File: src/hdl/lc3b_settings.svh
// LC-3b core settings for word and register widths and reset values
`ifndef LC3B_SETTINGS_SVH
`define LC3B_SETTINGS_SVH

// Data and address width
`define LC3B_WORD_W 16

// Register index width and register count
`define LC3B_REG_W 3
`define LC3B_NREGS 8

// First fetch address
`define LC3B_PC_RESET 16'h0000

`endif

File: src/hdl/lc3b_isa_pkg.sv
// LC-3b instruction encoding with opcode values and the two views of an IR word
`include "lc3b_settings.svh"

package lc3b_isa_pkg;

	localparam logic [3:0] OP_BR  = 4'b0000;
	localparam logic [3:0] OP_ADD = 4'b0001;
	localparam logic [3:0] OP_AND = 4'b0101;
	localparam logic [3:0] OP_LDR = 4'b0110;
	localparam logic [3:0] OP_STR = 4'b0111;
	localparam logic [3:0] OP_NOT = 4'b1001;

	// Register form of the low five bits
	typedef struct packed {
		logic [1:0] pad;
		logic [`LC3B_REG_W-1:0] src2;
	} lc3b_src2_field_t;

	typedef union packed {
		logic [4:0] imm5;
		lc3b_src2_field_t reg_form;
	} lc3b_operand_u;

	typedef struct packed {
		logic [3:0] opcode;
		logic [`LC3B_REG_W-1:0] dest;
		logic [`LC3B_REG_W-1:0] src1;
		logic imm_flag;
		lc3b_operand_u operand;
	} lc3b_rr_view_t;

	typedef struct packed {
		logic [`LC3B_REG_W-1:0] base;
		logic [5:0] offset6;
	} lc3b_based_t;

	typedef union packed {
		logic [8:0] offset9;
		lc3b_based_t based;
	} lc3b_offset_u;

	// nzp for BR, data register for LDR and STR
	typedef struct packed {
		logic [3:0] opcode;
		logic [`LC3B_REG_W-1:0] nzp_dr;
		lc3b_offset_u offset;
	} lc3b_off_view_t;

	typedef union packed {
		logic [`LC3B_WORD_W-1:0] raw;
		lc3b_rr_view_t rr;
		lc3b_off_view_t off;
	} lc3b_instr_u;

endpackage

File: src/hdl/lc3b_pipe_pkg.sv
// LC-3b pipeline control encodings for operand forwarding and ALU operations
package lc3b_pipe_pkg;

	// Where execute takes a source operand from
	localparam logic [1:0] FWD_RF    = 2'd0;
	localparam logic [1:0] FWD_EXMEM = 2'd1;
	localparam logic [1:0] FWD_MEMWB = 2'd2;

	// ALU operations
	localparam logic [1:0] ALU_ADD  = 2'd0;
	localparam logic [1:0] ALU_AND  = 2'd1;
	localparam logic [1:0] ALU_NOT  = 2'd2;
	// Address adder output straight through
	localparam logic [1:0] ALU_PASS = 2'd3;

endpackage

File: src/hdl/lc3b_fetch.sv
// LC-3b fetch stage with program counter, next-PC choice and IF/ID register
`timescale 1ns/1ps
`include "lc3b_settings.svh"

module lc3b_fetch
	import lc3b_isa_pkg::*;
(
	input  logic clk,
	input  logic i_rst_n,
	input  logic i_hold,
	input  logic i_load_use_stall,
	input  logic i_br_taken,
	input  logic [`LC3B_WORD_W-1:0] i_br_target,
	input  logic [`LC3B_WORD_W-1:0] i_imem_rdata,
	output logic [`LC3B_WORD_W-1:0] o_imem_addr,
	output logic o_imem_read,
	output logic o_ifid_valid,
	output lc3b_instr_u o_ifid_ir,
	output logic [`LC3B_WORD_W-1:0] o_ifid_pc
);

	logic [`LC3B_WORD_W-1:0] pc;
	logic [`LC3B_WORD_W-1:0] pc_plus2;
	logic advance;

	assign pc_plus2 = pc + 'd2;
	assign o_imem_addr = pc;
	// Instruction port always requests
	assign o_imem_read = 1'b1;
	assign advance = !i_hold && !i_load_use_stall;

	always_ff @(posedge clk or negedge i_rst_n)
	begin
		if (!i_rst_n)
		begin
			pc <= `LC3B_PC_RESET;
			o_ifid_valid <= 1'b0;
		end
		else if (!i_hold && i_br_taken)
		begin
			pc <= i_br_target;
			o_ifid_valid <= 1'b0;
		end
		else if (advance)
		begin
			pc <= pc_plus2;
			o_ifid_valid <= 1'b1;
		end
	end

	always_ff @(posedge clk)
	begin
		if (advance)
		begin
			o_ifid_ir.raw <= i_imem_rdata;
			o_ifid_pc <= pc_plus2;
		end
	end

	// Request stays up and its address steady through a hold
	a_imem_req: assert property (@(posedge clk) disable iff (!i_rst_n)
		o_imem_read and (i_hold |=> $stable(o_imem_addr)));

endmodule

File: src/hdl/lc3b_decode.sv
// LC-3b decode stage with control decode, register file, load-use check and ID/EX register
`timescale 1ns/1ps
`include "lc3b_settings.svh"

module lc3b_decode
	import lc3b_isa_pkg::*;
(
	input  logic clk,
	input  logic i_rst_n,
	input  logic i_hold,
	input  logic i_flush,
	input  logic i_ifid_valid,
	input  lc3b_instr_u i_ifid_ir,
	input  logic [`LC3B_WORD_W-1:0] i_ifid_pc,
	input  logic i_wb_load_reg,
	input  logic [`LC3B_REG_W-1:0] i_wb_dest,
	input  logic [`LC3B_WORD_W-1:0] i_wb_data,
	output logic o_load_use_stall,
	output logic o_idex_valid,
	output lc3b_instr_u o_idex_ir,
	output logic [`LC3B_WORD_W-1:0] o_idex_pc,
	output logic [`LC3B_WORD_W-1:0] o_idex_sr1,
	output logic [`LC3B_WORD_W-1:0] o_idex_sr2,
	output logic [`LC3B_REG_W-1:0] o_idex_src1,
	output logic [`LC3B_REG_W-1:0] o_idex_src2,
	output logic [`LC3B_REG_W-1:0] o_idex_dest,
	output logic o_idex_load_reg,
	output logic o_idex_mem_read,
	output logic o_idex_mem_write,
	output logic o_idex_br
);

	logic [3:0] opcode;
	logic is_arith;
	logic is_not;
	logic is_ldr;
	logic is_str;
	logic uses_src1;
	logic uses_src2;
	logic [`LC3B_REG_W-1:0] src1;
	logic [`LC3B_REG_W-1:0] src2;
	logic [`LC3B_WORD_W-1:0] sr1_val;
	logic [`LC3B_WORD_W-1:0] sr2_val;
	logic [`LC3B_WORD_W-1:0] regs [`LC3B_NREGS];

	assign opcode = i_ifid_ir.rr.opcode;
	assign is_arith = (opcode == OP_ADD) || (opcode == OP_AND);
	assign is_not = (opcode == OP_NOT);
	assign is_ldr = (opcode == OP_LDR);
	assign is_str = (opcode == OP_STR);
	assign uses_src1 = is_arith || is_not || is_ldr || is_str;
	assign uses_src2 = (is_arith && !i_ifid_ir.rr.imm_flag) || is_str;
	assign src1 = i_ifid_ir.rr.src1;
	// STR reads its data register through the second port
	assign src2 = is_str ? i_ifid_ir.off.nzp_dr : i_ifid_ir.rr.operand.reg_form.src2;

	// Write-through of the value being written back
	assign sr1_val = (i_wb_load_reg && i_wb_dest == src1) ? i_wb_data : regs[src1];
	assign sr2_val = (i_wb_load_reg && i_wb_dest == src2) ? i_wb_data : regs[src2];

	always_ff @(posedge clk or negedge i_rst_n)
	begin
		if (!i_rst_n)
		begin
			for (int i = 0; i < `LC3B_NREGS; i++)
			begin
				regs[i] <= '0;
			end
		end
		else if (i_wb_load_reg)
		begin
			regs[i_wb_dest] <= i_wb_data;
		end
	end

	// Load in EX whose data the next instruction needs
	assign o_load_use_stall = i_ifid_valid && o_idex_valid && o_idex_mem_read &&
		((uses_src1 && o_idex_dest == src1) || (uses_src2 && o_idex_dest == src2));

	always_ff @(posedge clk or negedge i_rst_n)
	begin
		if (!i_rst_n)
		begin
			o_idex_valid <= 1'b0;
			o_idex_load_reg <= 1'b0;
			o_idex_mem_read <= 1'b0;
			o_idex_mem_write <= 1'b0;
			o_idex_br <= 1'b0;
		end
		else if (!i_hold)
		begin
			o_idex_valid <= i_ifid_valid && !i_flush && !o_load_use_stall;
			o_idex_load_reg <= is_arith || is_not || is_ldr;
			o_idex_mem_read <= is_ldr;
			o_idex_mem_write <= is_str;
			o_idex_br <= (opcode == OP_BR);
		end
	end

	always_ff @(posedge clk)
	begin
		if (!i_hold)
		begin
			o_idex_ir <= i_ifid_ir;
			o_idex_pc <= i_ifid_pc;
			o_idex_sr1 <= sr1_val;
			o_idex_sr2 <= sr2_val;
			o_idex_src1 <= src1;
			o_idex_src2 <= src2;
			o_idex_dest <= i_ifid_ir.rr.dest;
		end
	end

	// Writeback from the memory stage never targets an unknown register
	a_wb_dest_known: assert property (@(posedge clk) disable iff (!i_rst_n)
		i_wb_load_reg |-> !$isunknown(i_wb_dest));

endmodule

File: src/hdl/lc3b_execute.sv
// LC-3b execute stage with operand forwarding, ALU, address adder and EX/MEM register
`timescale 1ns/1ps
`include "lc3b_settings.svh"

module lc3b_execute
	import lc3b_isa_pkg::*;
	import lc3b_pipe_pkg::*;
(
	input  logic clk,
	input  logic i_rst_n,
	input  logic i_hold,
	input  logic i_flush,
	input  logic i_idex_valid,
	input  lc3b_instr_u i_idex_ir,
	input  logic [`LC3B_WORD_W-1:0] i_idex_pc,
	input  logic [`LC3B_WORD_W-1:0] i_idex_sr1,
	input  logic [`LC3B_WORD_W-1:0] i_idex_sr2,
	input  logic [`LC3B_REG_W-1:0] i_idex_src1,
	input  logic [`LC3B_REG_W-1:0] i_idex_src2,
	input  logic [`LC3B_REG_W-1:0] i_idex_dest,
	input  logic i_idex_load_reg,
	input  logic i_idex_mem_read,
	input  logic i_idex_mem_write,
	input  logic i_idex_br,
	input  logic i_wb_load_reg,
	input  logic [`LC3B_REG_W-1:0] i_wb_dest,
	input  logic [`LC3B_WORD_W-1:0] i_wb_data,
	output logic o_exmem_valid,
	output lc3b_instr_u o_exmem_ir,
	output logic [`LC3B_WORD_W-1:0] o_exmem_result,
	output logic [`LC3B_WORD_W-1:0] o_exmem_store_data,
	output logic [`LC3B_REG_W-1:0] o_exmem_dest,
	output logic o_exmem_load_reg,
	output logic o_exmem_mem_read,
	output logic o_exmem_mem_write,
	output logic o_exmem_br
);

	logic exmem_fwd_ok;
	logic [1:0] fwd1_sel;
	logic [1:0] fwd2_sel;
	logic [1:0] alu_op;
	logic [`LC3B_WORD_W-1:0] opnd1;
	logic [`LC3B_WORD_W-1:0] opnd2;
	logic [`LC3B_WORD_W-1:0] imm5_sx;
	logic [`LC3B_WORD_W-1:0] off6_x2;
	logic [`LC3B_WORD_W-1:0] off9_x2;
	logic [`LC3B_WORD_W-1:0] alu_b;
	logic [`LC3B_WORD_W-1:0] address;
	logic [`LC3B_WORD_W-1:0] result;

	// A load holds its address in EX/MEM, not its data
	assign exmem_fwd_ok = o_exmem_valid && o_exmem_load_reg && !o_exmem_mem_read;

	function automatic logic [1:0] fwd_select(input logic [`LC3B_REG_W-1:0] src);
		if (exmem_fwd_ok && o_exmem_dest == src)
			return FWD_EXMEM;
		else if (i_wb_load_reg && i_wb_dest == src)
			return FWD_MEMWB;
		else
			return FWD_RF;
	endfunction

	function automatic logic [`LC3B_WORD_W-1:0] fwd_value(input logic [1:0] sel,
		input logic [`LC3B_WORD_W-1:0] rf_val);
		case (sel)
			FWD_EXMEM: return o_exmem_result;
			FWD_MEMWB: return i_wb_data;
			default: return rf_val;
		endcase
	endfunction

	always_comb
	begin
		fwd1_sel = fwd_select(i_idex_src1);
		fwd2_sel = fwd_select(i_idex_src2);
		opnd1 = fwd_value(fwd1_sel, i_idex_sr1);
		opnd2 = fwd_value(fwd2_sel, i_idex_sr2);
	end

	assign imm5_sx = {{(`LC3B_WORD_W-5){i_idex_ir.rr.operand.imm5[4]}},
		i_idex_ir.rr.operand.imm5};
	assign off6_x2 = {{(`LC3B_WORD_W-7){i_idex_ir.off.offset.based.offset6[5]}},
		i_idex_ir.off.offset.based.offset6, 1'b0};
	assign off9_x2 = {{(`LC3B_WORD_W-10){i_idex_ir.off.offset.offset9[8]}},
		i_idex_ir.off.offset.offset9, 1'b0};
	assign alu_b = i_idex_ir.rr.imm_flag ? imm5_sx : opnd2;
	// BR counts from PC+2, LDR and STR from the base register
	assign address = i_idex_br ? (i_idex_pc + off9_x2) : (opnd1 + off6_x2);

	always_comb
	begin
		case (i_idex_ir.rr.opcode)
			OP_ADD: alu_op = ALU_ADD;
			OP_AND: alu_op = ALU_AND;
			OP_NOT: alu_op = ALU_NOT;
			default: alu_op = ALU_PASS;
		endcase
		case (alu_op)
			ALU_ADD: result = opnd1 + alu_b;
			ALU_AND: result = opnd1 & alu_b;
			ALU_NOT: result = ~opnd1;
			default: result = address;
		endcase
	end

	always_ff @(posedge clk or negedge i_rst_n)
	begin
		if (!i_rst_n)
		begin
			o_exmem_valid <= 1'b0;
			o_exmem_load_reg <= 1'b0;
			o_exmem_mem_read <= 1'b0;
			o_exmem_mem_write <= 1'b0;
			o_exmem_br <= 1'b0;
		end
		else if (!i_hold)
		begin
			o_exmem_valid <= i_idex_valid && !i_flush;
			o_exmem_load_reg <= i_idex_load_reg;
			o_exmem_mem_read <= i_idex_mem_read;
			o_exmem_mem_write <= i_idex_mem_write;
			o_exmem_br <= i_idex_br;
		end
	end

	always_ff @(posedge clk)
	begin
		if (!i_hold)
		begin
			o_exmem_ir <= i_idex_ir;
			o_exmem_result <= result;
			o_exmem_store_data <= opnd2;
			o_exmem_dest <= i_idex_dest;
		end
	end

	// Load data is never needed by the instruction right behind it
	a_no_load_fwd: assert property (@(posedge clk) disable iff (!i_rst_n)
		i_idex_valid && !i_idex_br && o_exmem_valid && o_exmem_mem_read
		|-> o_exmem_dest != i_idex_src1);

endmodule

File: src/hdl/lc3b_memory.sv
// LC-3b memory stage with data port, condition codes, branch resolution, hold and writeback
`timescale 1ns/1ps
`include "lc3b_settings.svh"

module lc3b_memory
	import lc3b_isa_pkg::*;
(
	input  logic clk,
	input  logic i_rst_n,
	input  logic i_imem_resp,
	input  logic i_exmem_valid,
	input  lc3b_instr_u i_exmem_ir,
	input  logic [`LC3B_WORD_W-1:0] i_exmem_result,
	input  logic [`LC3B_WORD_W-1:0] i_exmem_store_data,
	input  logic [`LC3B_REG_W-1:0] i_exmem_dest,
	input  logic i_exmem_load_reg,
	input  logic i_exmem_mem_read,
	input  logic i_exmem_mem_write,
	input  logic i_exmem_br,
	input  logic i_dmem_resp,
	input  logic [`LC3B_WORD_W-1:0] i_dmem_rdata,
	output logic [`LC3B_WORD_W-1:0] o_dmem_addr,
	output logic [`LC3B_WORD_W-1:0] o_dmem_wdata,
	output logic o_dmem_read,
	output logic o_dmem_write,
	output logic o_hold,
	output logic o_br_taken,
	output logic [`LC3B_WORD_W-1:0] o_br_target,
	output logic o_wb_load_reg,
	output logic [`LC3B_REG_W-1:0] o_wb_dest,
	output logic [`LC3B_WORD_W-1:0] o_wb_data
);

	logic [`LC3B_WORD_W-1:0] mem_value;
	logic [2:0] cc;
	logic [2:0] cc_next;
	logic wb_valid;
	logic wb_load_reg;
	logic wb_is_load;
	logic [`LC3B_WORD_W-1:0] wb_rdata;
	logic [`LC3B_WORD_W-1:0] wb_result;

	assign o_dmem_addr = i_exmem_result;
	assign o_dmem_wdata = i_exmem_store_data;
	assign o_dmem_read = i_exmem_valid && i_exmem_mem_read;
	assign o_dmem_write = i_exmem_valid && i_exmem_mem_write;

	// Whole pipeline waits on either memory
	assign o_hold = !i_imem_resp || ((o_dmem_read || o_dmem_write) && !i_dmem_resp);

	assign mem_value = i_exmem_mem_read ? i_dmem_rdata : i_exmem_result;
	assign cc_next = {mem_value[`LC3B_WORD_W-1], mem_value == '0,
		!mem_value[`LC3B_WORD_W-1] && mem_value != '0};

	assign o_br_taken = i_exmem_valid && i_exmem_br && |(i_exmem_ir.off.nzp_dr & cc);
	assign o_br_target = i_exmem_result;

	always_ff @(posedge clk or negedge i_rst_n)
	begin
		if (!i_rst_n)
		begin
			cc <= 3'b000;
			wb_valid <= 1'b0;
			wb_load_reg <= 1'b0;
		end
		else if (!o_hold)
		begin
			// Flags follow the value leaving MEM
			if (i_exmem_valid && i_exmem_load_reg)
				cc <= cc_next;
			wb_valid <= i_exmem_valid;
			wb_load_reg <= i_exmem_load_reg;
		end
	end

	always_ff @(posedge clk)
	begin
		if (!o_hold)
		begin
			o_wb_dest <= i_exmem_dest;
			wb_is_load <= i_exmem_mem_read;
			wb_rdata <= i_dmem_rdata;
			wb_result <= i_exmem_result;
		end
	end

	assign o_wb_load_reg = wb_valid && wb_load_reg;
	assign o_wb_data = wb_is_load ? wb_rdata : wb_result;

	a_dmem_rw_excl: assert property (@(posedge clk) disable iff (!i_rst_n)
		!(o_dmem_read && o_dmem_write));

	// Data request waits unchanged for its response
	a_dmem_req_held: assert property (@(posedge clk) disable iff (!i_rst_n)
		(o_dmem_read || o_dmem_write) && !i_dmem_resp |=>
		$stable(o_dmem_addr) && $stable(o_dmem_write) && $stable(o_dmem_read));

endmodule

File: src/hdl/lc3b_cpu_datapath.sv
// LC-3b pipelined datapath joining fetch, decode, execute and memory stages
`timescale 1ns/1ps
`include "lc3b_settings.svh"

module lc3b_cpu_datapath
	import lc3b_isa_pkg::*;
(
	input  logic clk,
	input  logic i_rst_n,
	input  logic i_imem_resp,
	input  logic [`LC3B_WORD_W-1:0] i_imem_rdata,
	output logic [`LC3B_WORD_W-1:0] o_imem_addr,
	output logic o_imem_read,
	input  logic i_dmem_resp,
	input  logic [`LC3B_WORD_W-1:0] i_dmem_rdata,
	output logic [`LC3B_WORD_W-1:0] o_dmem_addr,
	output logic [`LC3B_WORD_W-1:0] o_dmem_wdata,
	output logic o_dmem_read,
	output logic o_dmem_write
);

	logic hold;
	logic load_use_stall;
	logic br_taken;
	logic [`LC3B_WORD_W-1:0] br_target;
	logic wb_load_reg;
	logic [`LC3B_REG_W-1:0] wb_dest;
	logic [`LC3B_WORD_W-1:0] wb_data;
	logic ifid_valid;
	lc3b_instr_u ifid_ir;
	logic [`LC3B_WORD_W-1:0] ifid_pc;
	logic idex_valid;
	lc3b_instr_u idex_ir;
	logic [`LC3B_WORD_W-1:0] idex_pc;
	logic [`LC3B_WORD_W-1:0] idex_sr1;
	logic [`LC3B_WORD_W-1:0] idex_sr2;
	logic [`LC3B_REG_W-1:0] idex_src1;
	logic [`LC3B_REG_W-1:0] idex_src2;
	logic [`LC3B_REG_W-1:0] idex_dest;
	logic idex_load_reg;
	logic idex_mem_read;
	logic idex_mem_write;
	logic idex_br;
	logic exmem_valid;
	lc3b_instr_u exmem_ir;
	logic [`LC3B_WORD_W-1:0] exmem_result;
	logic [`LC3B_WORD_W-1:0] exmem_store_data;
	logic [`LC3B_REG_W-1:0] exmem_dest;
	logic exmem_load_reg;
	logic exmem_mem_read;
	logic exmem_mem_write;
	logic exmem_br;

	lc3b_fetch u_fetch
	(
		.clk,
		.i_rst_n,
		.i_hold(hold),
		.i_load_use_stall(load_use_stall),
		.i_br_taken(br_taken),
		.i_br_target(br_target),
		.i_imem_rdata,
		.o_imem_addr,
		.o_imem_read,
		.o_ifid_valid(ifid_valid),
		.o_ifid_ir(ifid_ir),
		.o_ifid_pc(ifid_pc)
	);

	lc3b_decode u_decode
	(
		.clk,
		.i_rst_n,
		.i_hold(hold),
		.i_flush(br_taken),
		.i_ifid_valid(ifid_valid),
		.i_ifid_ir(ifid_ir),
		.i_ifid_pc(ifid_pc),
		.i_wb_load_reg(wb_load_reg),
		.i_wb_dest(wb_dest),
		.i_wb_data(wb_data),
		.o_load_use_stall(load_use_stall),
		.o_idex_valid(idex_valid),
		.o_idex_ir(idex_ir),
		.o_idex_pc(idex_pc),
		.o_idex_sr1(idex_sr1),
		.o_idex_sr2(idex_sr2),
		.o_idex_src1(idex_src1),
		.o_idex_src2(idex_src2),
		.o_idex_dest(idex_dest),
		.o_idex_load_reg(idex_load_reg),
		.o_idex_mem_read(idex_mem_read),
		.o_idex_mem_write(idex_mem_write),
		.o_idex_br(idex_br)
	);

	lc3b_execute u_execute
	(
		.clk,
		.i_rst_n,
		.i_hold(hold),
		.i_flush(br_taken),
		.i_idex_valid(idex_valid),
		.i_idex_ir(idex_ir),
		.i_idex_pc(idex_pc),
		.i_idex_sr1(idex_sr1),
		.i_idex_sr2(idex_sr2),
		.i_idex_src1(idex_src1),
		.i_idex_src2(idex_src2),
		.i_idex_dest(idex_dest),
		.i_idex_load_reg(idex_load_reg),
		.i_idex_mem_read(idex_mem_read),
		.i_idex_mem_write(idex_mem_write),
		.i_idex_br(idex_br),
		.i_wb_load_reg(wb_load_reg),
		.i_wb_dest(wb_dest),
		.i_wb_data(wb_data),
		.o_exmem_valid(exmem_valid),
		.o_exmem_ir(exmem_ir),
		.o_exmem_result(exmem_result),
		.o_exmem_store_data(exmem_store_data),
		.o_exmem_dest(exmem_dest),
		.o_exmem_load_reg(exmem_load_reg),
		.o_exmem_mem_read(exmem_mem_read),
		.o_exmem_mem_write(exmem_mem_write),
		.o_exmem_br(exmem_br)
	);

	lc3b_memory u_memory
	(
		.clk,
		.i_rst_n,
		.i_imem_resp,
		.i_exmem_valid(exmem_valid),
		.i_exmem_ir(exmem_ir),
		.i_exmem_result(exmem_result),
		.i_exmem_store_data(exmem_store_data),
		.i_exmem_dest(exmem_dest),
		.i_exmem_load_reg(exmem_load_reg),
		.i_exmem_mem_read(exmem_mem_read),
		.i_exmem_mem_write(exmem_mem_write),
		.i_exmem_br(exmem_br),
		.i_dmem_resp,
		.i_dmem_rdata,
		.o_dmem_addr,
		.o_dmem_wdata,
		.o_dmem_read,
		.o_dmem_write,
		.o_hold(hold),
		.o_br_taken(br_taken),
		.o_br_target(br_target),
		.o_wb_load_reg(wb_load_reg),
		.o_wb_dest(wb_dest),
		.o_wb_data(wb_data)
	);

endmodule

File: config.mk
export PLATFORM = sky130hd
export DESIGN_NAME = lc3b_cpu_datapath
export DESIGN_NICKNAME = d
export VERILOG_FILES = /design/src/hdl/lc3b_isa_pkg.sv /design/src/hdl/lc3b_pipe_pkg.sv /design/src/hdl/lc3b_fetch.sv /design/src/hdl/lc3b_decode.sv /design/src/hdl/lc3b_execute.sv /design/src/hdl/lc3b_memory.sv /design/src/hdl/lc3b_cpu_datapath.sv
export VERILOG_INCLUDE_DIRS = /design/src /design/src/hdl
export SDC_FILE = /design/constraint.sdc
export NUM_CORES = 1
export LEC_CHECK = 0
export ABC_AREA = 1
export BUFFER_PORTS_ARGS = -buffer_cell sky130_fd_sc_hd__buf_2
export CORE_MARGIN = 1
export CORE_UTILIZATION = 55
export DETAILED_ROUTE_END_ITERATION = 10
export PLACE_DENSITY = 0.79
export SYNTH_ARGS = -nofsm -noshare
export SYNTH_HDL_FRONTEND = slang
export SYNTH_SLANG_ARGS = --single-unit
File: constraint.sdc
create_clock -name clk -period 7.8 [get_ports clk]
set_input_delay 0.39 -clock clk [delete_from_list [all_inputs] [get_ports clk]]
set_output_delay 0.39 -clock clk [all_outputs]
set_load 0.01 [all_outputs]
==> results.md <==
* Status: completed
* Logic pwr share at 35.8%
* Pin count of the biggest net entering global routing at 84
* Final wirelength at 57100 um
* Final Util at 62.3%
* Reg-to-reg slack, setup at around 3300 ps
* Starting DRT DRC Count at 1768
* Register bit total from synthesis at 330
* Static leakage at a little under 9 nW
* Pre-CTS setup slack at 3450 ps
* Worst-path fanout max at 32
* CORE AREA at between 0.03 and 0.04 sq mm
* Internal power at 4.56 mW
* Hold Path Class: input port to flop
* GRT overflow at 0
* DR WL/cell at 21.1 um
* Syn nets at roughly 2300
* Cell Area, Placed at 0.0189 sq mm
* Layout cells sized above 1 at 8.87%
* Via count at 16500
* CP Data Required Time at 8060 ps
* RSZ-0062 raised after global routing: no
* Slew margin rel. at 11.9%
* Power share of the clock group at 24.9%
* Area contributors post-synth: edfxtp_1, dfrtp_1, nand2_1
* CTS buffer count at 37
* Largest Register: u_decode.regs
* Setup WS post-layout at 3330 ps
* Initial antenna violation count at 0
* Maximum vdd drop at 0.235 mV
* Mapped Avg Cell Area at about 8.3 sq um
* Power Density at between 300 and 400 mW/mm^2
* Final worst path period need at 4470 ps
* Critical path class: flop to flop
* Startpoint Class: flop
* Share of the synthesized area in the top cell type at 28.2%
* Arr. time, crit path at 4730 ps
* Post-synth EDFFs at 170
* Asr flop ratio synth at 48.5%
* # rows at 66
* Post-Syn Area at roughly 0.018 sq mm
* Final Hold Fails at 0
* Clock-pin slew on the worst setup and hold paths at ~60 ps
* Worst-Skew Late Latency at between 500 and 600 ps
* Final Wtd Congestion at 1.01
* Net Sw Frac at 40.0%
* Number of flip-flops in the largest register at 128
* Netlist cell types at 45
* Layout area overhead at 11.5%
* Sequential share of power at roughly two fifths
* Via-per-instance ratio at approximately 6.1
* Count of final setup violators at 0
* Port Buffer Count at 85
* Worst Skew at 19.0 ps
* DP HPWL at between 30000 and 40000 um
* Cell area after layout at between 0.02 and 0.025 sq mm
* Synth warn at 0
* CTS root buffer: clkbuf_16
* Setup bufs post-CTS at 0
* Clk sinks at 330
* Most common cell in the synthesized netlist: nand2_1
* # Max-Cap Violations at 0
* DRC at 0
* Height of the die at about 180 um
* Fin crit share at 57.4%
* Worst Max-Slew Pin Slew at 1310 ps
* All-layer global routing usage at approximately a third
* Switching pwr at 3.05 mW
* Slew Limit Fails at 0
* Ys flop type: edfxtp_1
* First-pass GRT wire length at 87200 um
* Setup TNS at 0 ps
* DRT Pass-1 Iters at 5
* Ant. Diodes at 0
* Starting Density at 55.9%
* Dominant cell type by area after synthesis: edfxtp_1
* Vias in the first global route at 15500
* Synth top cells by count: nand2_1, o21ai_0, inv_1
* Mapped Cells at 2194
* Post-synthesis sequential area ratio at around half
* Boundary Pins at 87
* Detail Route Antenna Nets at 0
* Max Clk Rate at 0.223 GHz
* Crit path capture type: flop
* Fin nets at roughly 2300
* CTS tree: done
* Die Wd at 184 um
* H-tree levels at 2
* Clock Path Buffers at 3
* Die footprint at 0.0337 sq mm
[timing repair]
| item | CTS | global route |
|---|---|---|
| gates resized for setup | 0 | 0 |
| hold endpoints to repair | 82 | 0 |
| hold buffers | 1 | 0 |
| endpoints found under the setup margin | 0 | 0 |
[through the flow]
stage	hold slack, ps	std cells	power, mW
2_1_floorplan	94.4	2194	4.68
3_3_place_gp	402	2641	5.58
3_5_place_dp	405	2641	5.65
4_1_cts	29.8	2709	7.56
5_1_grt	38.3	2709	8.05
6_report	39.4	2709	7.61
[power by group through the flow]
stage,Combinational [mW],Clock [mW],Sequential (mW)
4_1_cts,2.68,1.91,2.97
5_1_grt,3.04,1.97,3.03
3_3_place_gp,2.60,0,2.98
6_report,2.73,1.89,2.99
3_5_place_dp,2.65,0,3.00
2_1_floorplan,1.83,0,2.85
[metal layers]
metal	up-vias	part of all wire [%]	wire length, um	GRT usage (%)
li1	7624	-	-	-
met1	7702	40	22700	45.3
met2	939	45	25700	53.3
met3	201	9.9	5650	5.74
met4	0	5.4	3080	17.6
met5	-	0	0	0
[cells in the final DEF, fill, tap and decap left out, types with 2 or more instances in the layout]
master        n
clkinv_2     10
nand2_4       2
o21bai_1      2
clkbuf_16    40
nand3_1     144
o2111ai_1     4
inv_1       216
xor2_1       15
or2_2         4
a31oi_1       5
nand4_1      17
clkinvlp_4    2
o211ai_1     68
o22ai_1      19
nor4_1        8
nor2_2        6
o21ai_1      24
inv_2         7
buf_4        26
edfxtp_1    170
nor2_1      140
clkbuf_8      2
dfrtp_1     160
nand2_2       4
ha_1         45
a21boi_0      2
fa_1          3
o21ai_0     274
a21oi_1     192
bufinv_16     6
clkbuf_1      4
a22oi_1       2
nor3_1       11
xnor2_1      10
o221ai_1     16
nand2_1     500
a21o_1        6
buf_2        84
[area by class of cell]
cell class | count | area, sq um
clock inverters | 21 | 277
multi-input cells | 1533 | 7750
clock buffers | 46 | 1040
well taps | 442 | 553
repair buffers | 112 | 637
inverters | 225 | 850
fillers | 2771 | 12200
flip-flops and latches | 330 | 9110
[logic make-up after synthesis]
logic type / Yosys count / share of synthesized area, %
AND/OR/NAND/NOR: 842 / 19.2
AO/OA/AOI/OAI: 617 / 18.8
XOR/XNOR: 25 / 1.21
other: 1 / 0.0207
adder cells (fa/ha/maj): 48 / 3.44
buffers and inverters: 331 / 7.12
flip-flops: 330 / 50.2
[worst paths after layout]
check / from / end / cells past startpoint
max in group asynchronous: i_rst_n / u_decode.regs[87] / 3
setup reg to reg: u_memory.wb_is_load / u_execute.o_exmem_result[9] / 16
hold reg to reg: u_fetch.o_ifid_pc[3] / u_decode.o_idex_pc[3] / 0
setup / recovery: u_memory.wb_is_load / u_execute.o_exmem_result[9] / 16
hold / removal: i_imem_rdata[3] / u_fetch.o_ifid_ir[3] / 1
min in group asynchronous: i_rst_n / u_decode.regs[95] / 2
[critical path, stage by stage (launching register included)]
cell and delay [ps]:
edfxtp_1 380, buf_4 250, o21ai_0 1050, inv_1 390, nand2_1 160, o221ai_1 160
o21ai_0 210, ha_1 320, a21oi_1 170, nand2_1 140, nand2_1 100, nand3_1 210
nand3_1 140, nand2_1 70, or2_2 280, nand3_1 70, nand4_1 90
(Power assumes the default switching activity.)
